--- src/include/spn_macros.svh ---
`ifndef SPN_MACROS_SVH
`define SPN_MACROS_SVH

// S-box width, one field element
`define SPN_WORD_W 6

// Words per block
`define SPN_WORDS 4

// Block and key width
`define SPN_BLOCK_W (`SPN_WORD_W * `SPN_WORDS)

// Keyed rounds before the final whitening
`define SPN_ROUNDS 6

`endif

--- src/design/gf_pkg.sv ---
`default_nettype none

`include "spn_macros.svh"

package gf_pkg;

  typedef logic [1:0] gf4_t;                 // Tower subfield element
  typedef logic [`SPN_WORD_W-1:0] gf64_t;    // Full field element

  // Coefficient c0 sits in the low bits
  typedef struct packed {
    gf4_t c2;
    gf4_t c1;
    gf4_t c0;
  } tower_t;

  function automatic gf4_t gf4_add(gf4_t a, gf4_t b);
    return a ^ b;
  endfunction

  function automatic gf4_t gf4_square(gf4_t a);
    gf4_t r;
    r[0] = a[0] ^ a[1];
    r[1] = a[1];
    return r;
  endfunction

  function automatic gf4_t gf4_mul(gf4_t a, gf4_t b);
    logic hi;
    gf4_t r;
    hi = a[1] & b[1];                        // Reduction term
    r[0] = (a[0] & b[0]) ^ hi;
    r[1] = (a[0] & b[1]) ^ (a[1] & b[0]) ^ hi;
    return r;
  endfunction

  // a^3 is 1 for any nonzero a, so this passes b when a is nonzero
  function automatic gf4_t gf4_cube_scale(gf4_t a, gf4_t b);
    logic nz;
    gf4_t r;
    nz = a[0] ^ (~a[0] & a[1]);
    r[0] = nz & b[0];
    r[1] = nz & b[1];
    return r;
  endfunction

endpackage

`default_nettype wire

--- src/design/spn_pkg.sv ---
`default_nettype none

`include "spn_macros.svh"

package spn_pkg;

  typedef enum logic {
    op_load_key,
    op_encrypt
  } opcode_e;

  typedef enum logic [1:0] {
    st_idle,
    st_run,
    st_done
  } state_e;

  // Word w0 is the low end of the block
  typedef struct packed {
    gf_pkg::gf64_t w3;
    gf_pkg::gf64_t w2;
    gf_pkg::gf64_t w1;
    gf_pkg::gf64_t w0;
  } block_t;

  typedef struct packed {
    opcode_e                 op;
    logic [`SPN_BLOCK_W-1:0] data;     // Plaintext or key
  } cmd_t;

endpackage

`default_nettype wire

--- src/design/gf43_power13.sv ---
`timescale 1ns/1ns
`default_nettype none

module gf43_power13 (
  input  wire gf_pkg::gf64_t a,
  output gf_pkg::gf64_t      b
);

  gf_pkg::tower_t t_in;
  gf_pkg::tower_t t_out;
  gf_pkg::gf4_t   x0, x1, x2;
  gf_pkg::gf4_t   sq0, sq1, sq2;
  gf_pkg::gf4_t   cs01, cs02, cs10, cs12, cs20, cs21;
  gf_pkg::gf4_t   m01, m02, m12;
  gf_pkg::gf4_t   p01, p02, p12;
  gf_pkg::gf4_t   q0, q1, q2;

  assign t_in = a;
  assign x0   = t_in.c0;
  assign x1   = t_in.c1;
  assign x2   = t_in.c2;

  assign sq0 = gf_pkg::gf4_square(x0);
  assign sq1 = gf_pkg::gf4_square(x1);
  assign sq2 = gf_pkg::gf4_square(x2);

  // Cross terms scaled by the cube of the first operand
  assign cs01 = gf_pkg::gf4_cube_scale(x0, x1);
  assign cs02 = gf_pkg::gf4_cube_scale(x0, x2);
  assign cs10 = gf_pkg::gf4_cube_scale(x1, x0);
  assign cs12 = gf_pkg::gf4_cube_scale(x1, x2);
  assign cs20 = gf_pkg::gf4_cube_scale(x2, x0);
  assign cs21 = gf_pkg::gf4_cube_scale(x2, x1);

  assign p01 = gf_pkg::gf4_mul(sq0, sq1);       // Products of squares
  assign p02 = gf_pkg::gf4_mul(sq0, sq2);
  assign p12 = gf_pkg::gf4_mul(sq1, sq2);

  assign m12 = gf_pkg::gf4_mul(x1, x2);
  assign m02 = gf_pkg::gf4_mul(x0, x2);
  assign m01 = gf_pkg::gf4_mul(x0, x1);

  assign q0 = gf_pkg::gf4_mul(sq0, m12);        // Square times the other pair
  assign q1 = gf_pkg::gf4_mul(sq1, m02);
  assign q2 = gf_pkg::gf4_mul(sq2, m01);

  assign t_out.c0 = gf_pkg::gf4_add(
                      gf_pkg::gf4_add(gf_pkg::gf4_add(x0, x1), gf_pkg::gf4_add(cs10, cs12)),
                      gf_pkg::gf4_add(gf_pkg::gf4_add(cs20, p01),
                                      gf_pkg::gf4_add(p02, gf_pkg::gf4_add(q0, q2))));

  assign t_out.c1 = gf_pkg::gf4_add(
                      gf_pkg::gf4_add(gf_pkg::gf4_add(x1, x2), gf_pkg::gf4_add(cs01, cs20)),
                      gf_pkg::gf4_add(gf_pkg::gf4_add(cs21, p01),
                                      gf_pkg::gf4_add(p12, gf_pkg::gf4_add(q0, q1))));

  assign t_out.c2 = gf_pkg::gf4_add(
                      gf_pkg::gf4_add(gf_pkg::gf4_add(x0, x2), gf_pkg::gf4_add(cs01, cs02)),
                      gf_pkg::gf4_add(gf_pkg::gf4_add(cs12, p02),
                                      gf_pkg::gf4_add(p12, gf_pkg::gf4_add(q1, q2))));

  assign b = t_out;

endmodule

`default_nettype wire

--- src/design/sbox6.sv ---
`timescale 1ns/1ns
`default_nettype none

module sbox6 (
  input  wire gf_pkg::gf64_t x,
  output gf_pkg::gf64_t      y
);

  gf_pkg::gf64_t z;     // Tower basis input
  gf_pkg::gf64_t w;     // Tower basis power
  gf_pkg::gf64_t p;     // Back in the polynomial basis
  logic          lin;

  // Polynomial basis into tower basis
  assign z[0] = x[0] ^ x[1] ^ x[2] ^ x[5];
  assign z[1] = x[1] ^ x[2] ^ x[3] ^ x[5];
  assign z[2] = x[0] ^ x[2] ^ x[4] ^ x[5];
  assign z[3] = x[1] ^ x[2] ^ x[4] ^ x[5];
  assign z[4] = x[0] ^ x[5];
  assign z[5] = x[4];

  gf43_power13 i_power13 (
    .a (z),
    .b (w)
  );

  assign p[0] = w[2] ^ w[4];
  assign p[1] = w[1] ^ w[2] ^ w[4];
  assign p[2] = w[0];
  assign p[3] = w[3] ^ w[4];
  assign p[4] = w[0] ^ w[1] ^ w[4] ^ w[5];
  assign p[5] = w[0] ^ w[1] ^ w[3] ^ w[4];

  // Affine step uses the raw input, not the power
  assign lin = x[2] ^ x[4];
  assign y   = p ^ {$bits(gf_pkg::gf64_t){lin}};

endmodule

`default_nettype wire

--- src/design/spn_round.sv ---
`timescale 1ns/1ns
`default_nettype none

`include "spn_macros.svh"

module spn_round (
  input  wire spn_pkg::block_t state_in,
  input  wire spn_pkg::block_t round_key,
  output spn_pkg::block_t      state_out
);

  wire [`SPN_BLOCK_W-1:0] mixed;
  wire [`SPN_BLOCK_W-1:0] sub;
  wire [`SPN_BLOCK_W-1:0] perm;

  assign mixed = state_in ^ round_key;   // Key addition

  for (genvar i = 0; i < `SPN_WORDS; i++) begin : g_sbox
    sbox6 i_sbox (
      .x (mixed[i*`SPN_WORD_W +: `SPN_WORD_W]),
      .y (sub[i*`SPN_WORD_W +: `SPN_WORD_W])
    );
  end

  // Bit i of a word lands in word (i mod 4), so each word feeds all four
  for (genvar i = 0; i < `SPN_BLOCK_W; i++) begin : g_perm
    assign perm[`SPN_WORD_W*(i % `SPN_WORDS) + i/`SPN_WORDS] = sub[i];
  end

  assign state_out = perm;

endmodule

`default_nettype wire

--- config.mk ---
export PLATFORM = sky130hd
export DESIGN_NAME = spn_round
export DESIGN_NICKNAME = d
export VERILOG_FILES = /design/src/design/gf_pkg.sv /design/src/design/spn_pkg.sv /design/src/design/gf43_power13.sv /design/src/design/sbox6.sv /design/src/design/spn_round.sv
export VERILOG_INCLUDE_DIRS = /design/src /design/src/include
export SDC_FILE = /design/constraint.sdc
export NUM_CORES = 1
export LEC_CHECK = 0
export BUFFER_PORTS_ARGS = -buffer_cell sky130_fd_sc_hd__buf_4
export CAP_MARGIN = 20
export CORE_MARGIN = 2
export CORE_UTILIZATION = 56
export DETAILED_ROUTE_END_ITERATION = 7
export GPL_TIMING_DRIVEN = 0
export PLACE_DENSITY_LB_ADDON = 0.25
export SYNTH_ARGS = -nofsm -noshare
export SYNTH_HDL_FRONTEND = slang
export SYNTH_HIERARCHICAL = 1
export SYNTH_SLANG_ARGS = --single-unit
export TNS_END_PERCENT = 5
--- constraint.sdc ---
create_clock -name vclk -period 4
set_clock_uncertainty 0.1 [all_clocks]
set_input_delay 0.2 -clock vclk [all_inputs]
set_output_delay 0.2 -clock vclk [all_outputs]
set_load 0.05 [all_outputs]
# == Word-level counts from Yosys, hierarchy flattened ==
# Index checks and enable logic that the tools add are counted.
# word_totals
output_inout_bits,24
latch_bits,0
rom_bits,0
wordCells,525
reg_bits,0
ram_bits,0
n_memories,0
# classes
multipliers,0
div,0
n_bitwise,525
magnitude_cmp,0
shift,0
add_sub_neg,0
n_reduce_logical,0
muxes,0
eq_ne,0
# op_table
op,count
1-bit bitwise XOR,220
1-bit AND,192
2-bit bitwise XOR,96
24-bit bitwise XOR,1
6-bit bitwise XOR,4
1-bit NOT,12

# == Logic depth before layout (Yosys ltp) ==
# depth
depth_word,18
depth_mapped,15
depth_no_buf,13

# == By module ==
# Netlist, hierarchy kept.
# by_module_without_submodules
mod,cells_per_inst,n_inst,seq_area_each_um2,area_each_um2
gf43_power13,129,4,0.0,1098.6
sbox6,18,4,0.0,250.2
spn_round,24,1,0.0,210.2

# == Worst setup path after synthesis ==
# OpenSTA, ideal clock, no wires.
# synth_timing
path_kind,input-to-output
from,input port round_key[8] (netlist name)
to,output port state_out[19] (netlist name)
arrival_ns,4.503
setup_slack_ns,-0.803
cell_stages,13
path_cell_list,xor2_1 xnor3_2 xnor2_1 buf_2 inv_1 ha_1 nand2_1 xor2_1 a311oi_1 a221oi_2 xnor3_1 xnor3_1 xnor2_1
# synth_rtl
item,line,text
start: declaration,spn_round.sv:8,"input wire spn_pkg::block_t round_key,"
end: declaration,spn_round.sv:9,output spn_pkg::block_t state_out

==> impl_summary.txt <==
----------------------------------------------------
[Outcome]
  Outcome ... finished, violations left
  Failing checks ... setup timing

[Final layout]
  FF+latch count ... 0
  Synth-to-Final Area Change ... 67.3%
  Number of nets in the final layout ... 901
  Ant. Diodes ... 0
  Final-layout clock buffer total ... 0
  Layout cell share with drive strength beyond 1 ... ~57%
  Register cell area after layout ... 0 um^2

[GRT]
  GRT Util Overall ... 34.7%
  Wire length of the first global-routing pass ... 30.7 mm
  Pin count of the biggest net entering global routing ... 11
  Via count of the first global-routing pass ... 5791
  Antenna violations before repair ... 0
  Total congestion overflow after global routing ... 0

[Critical path]
  Type of the setup path with the least slack ... input pin to primary output
  Critical path capture point type ... primary output
  Required time worst endpoint ... 3700 ps
  Startpoint type of the worst setup path ... input pin
  Largest driver fanout on the critical path ... 4
  Cell chain of the critical path ... buf_4 -> xor2_4 -> xor2_4 -> buf_6 -> buf_12 -> xor2_4 -> buf_6 -> ha_1 -> xor2_1 -> nor2_1 -> mux2_4 -> a22oi_2 -> xor2_1 -> xnor3_1 -> buf_4 -> xor2_1 -> xnor3_2 -> buf_6
  Crit path max-delay cell type ... xnor3_1
  Delay of the slowest critical-path stage ... roughly 460 ps
  Arrival time of the worst setup path ... ~4600 ps

[Placement]
  Worst-case setup slack after placement ... -756 ps
  Placed wire-length estimate ... roughly 9.7 mm
  Final weighted congestion of routability-driven global placement ... 0.881
  Number of port buffers ... between 70 and 80

[Floorplanning]
  Area inside the core boundary ... ~10000 um^2
  Total I/O pin count ... 72
  Die height ... 104 um
  Die area ... 10800 um^2
  Row count ... 36
  Width of the die ... 104 um
  Initial core utilization ... slightly below 60%

[STA]
  Transition time at the pin with the least slew margin ... 531 ps
  Number of max-slew violations in the final report ... 0
  Crit path time final ... roughly 4900 ps
  Final count of hold timing violations ... 0
  Setup repair after global routing missed its margin ... yes
  Worst slew margin relative to its limit ... ~64%
  Setup violation total in the final timing report ... 24
  Highest clock frequency the design can meet ... 206 MHz
  Worst Slack Setup Final ... -854 ps
  Crit share post-route ... 121%

[Route]
  DR pass1 iterations ... 5
  Iter 0 DRT Violations ... around 750
  Total vias in the final route ... 6513
  Remaining antenna violation count ... 0
  Via/cell ratio ... a little under 7
  Number of remaining DRC errors ... 0
  Final routed wirelength across all metal layers ... 29.6 mm
  Mean routed wirelength per cell ... 31.5 um

[Hold path]
  Worst Hold Path EP ... state_out[9]
  Worst Hold Depth ... 6
  Startpoint of the tightest hold check path ... round_key[16]
  Type of the tightest min-delay check ... input pin to primary output

[Clock network]
  # hold bufs at CTS ... 0

[Synthesis]
  Gate count after technology mapping ... 612
  Synth warnings ... 6
  Total standard cell area after synthesis ... 5610 um^2
  Syn nets ... 704
  Sequential share of the synthesized area ... 0%
  Unique cell type count in the Yosys netlist ... 36
  Average size of a mapped cell ... 9.16 um^2

[Job]
  Max-cap check violation count ... 0

----------------------------------------------------
[metal layers]
metal	vias up	share of wire (%)	GRT usage [%]
li1	2419	-	-
met1	3021	31	41.1
met2	715	44	66.0
met3	358	12	2.13
met4	0	14	12.1
met5	-	0	0
[what timing repair did]
| action | CTS | global route |
|---|---|---|
| buffers inserted | 94 | 33 |
| pin swaps | 90 | 43 |
| endpoints found under the setup margin | 24 | 24 |
| gates resized for setup | 183 | 77 |
[cells in the mapped netlist]
cell / instances / area share [%]
a311oi_1: 4 / 0.62
xnor3_1: 48 / 19
inv_1: 28 / 1.9
and2_1: 8 / 0.89
o22ai_1: 4 / 0.45
o31ai_1: 8 / 1.1
buf_2: 16 / 1.4
and3_1: 8 / 0.89
a31oi_1: 4 / 0.45
nand2b_1: 4 / 0.45
nor2_1: 32 / 2.1
nand2_1: 56 / 3.7
mux2i_1: 16 / 2.9
nand2_4: 4 / 0.80
mux2_4: 4 / 1.1
a221oi_1: 4 / 0.62
and2_2: 4 / 0.54
xor2_1: 84 / 13
o21ai_0: 8 / 0.71
buf_4: 8 / 1.1
nor2b_1: 16 / 1.8
xor3_1: 4 / 1.7
a2111o_1: 4 / 0.80
a211oi_1: 8 / 1.1
xnor2_1: 124 / 19
and3b_2: 4 / 0.71
ha_1: 44 / 9.8
clkbuf_1: 4 / 0.27
a22oi_2: 4 / 0.89
xor2_2: 4 / 1.2
xnor3_2: 8 / 3.4
a21oi_1: 20 / 1.8
a21bo_2: 4 / 0.71
nand3b_1: 4 / 0.54
buf_6: 4 / 0.80
a221oi_2: 4 / 1.1
[critical path: cells and delay by family]
family / cells / cell delay (ps)
adders and majority gates: 1 / 240
buffers and inverters: 6 / 860
AOI/OAI and AO/OA: 1 / 260
xor gates and xnor gates: 8 / 2540
muxes: 1 / 310
and+or+nand+nor: 1 / 140
[through the flow]
| stage | cell area, um^2 | hold slack, ps | utilization (%) | std cells | setup TNS, ps |
|---|---|---|---|---|---|
| after detailed placement | 6830 | 1050 | 70.2 | 817 | -10380 |
| final | 9380 | 1140 | 96.4 | 940 | -11360 |
| after CTS | 8680 | 1090 | 89.2 | 910 | -796 |
| after global routing | 9380 | 1160 | 96.4 | 940 | -12200 |
| after floorplan | 6120 | 812 | - | 612 | -357 |
| after global placement | 6830 | 1050 | 70.2 | 817 | -8510 |
[cell type report]
cell class         instances  area (um^2)
plain buffers             30          285
repair buffers           197         1730
inverters                 28          109
well taps                133          166
fillers                  172          354
multi-input cells        552         7090
[cells in the final DEF (no fill, tap or decap), types with 5 or more instances in the layout]
master,count
buf_4,161
xnor2_2,66
nand2_1,53
xor2_1,46
buf_6,46
xnor2_1,42
xnor3_1,28
xnor3_2,28
xor2_4,27
nor2_1,26
inv_1,25
ha_1,25
a21oi_1,20
xnor2_4,16
nor2b_1,16
xor2_2,15
mux2i_1,14
ha_4,12
and2_1,8
a221oi_2,8
buf_8,8
o21ai_0,7
and3_1,7
buf_12,7
ha_2,7
nor2_2,6
a211oi_1,5
nand2_4,5
[cell families (layout without fill, tap and decap cells)]
family,Yosys count,count (layout),synth area share [%]
simple gates,140,140,12.5
fa+ha+maj,44,44,9.82
compound gates,76,76,10.3
xor+xnor,272,272,58.0
mux,20,20,3.93
buf+inv,60,255,5.45
[worst max-delay path by stage]
stage / start / end / slack [ps] / depth (start not counted)
detailed placement: round_key[22] / state_out[17] / -760 / 16
global route: round_key[2] / state_out[7] / -840 / 19
global placement: round_key[16] / state_out[4] / -670 / 16
CTS: state_in[19] / state_out[17] / -100 / 16
floorplan: round_key[22] / state_out[17] / -80 / 15
finish: round_key[2] / state_out[7] / -850 / 18
Power is left out: the tool's default activity adds up to more than one toggle a clock period on the data nets, which glitch-free logic cannot reach.
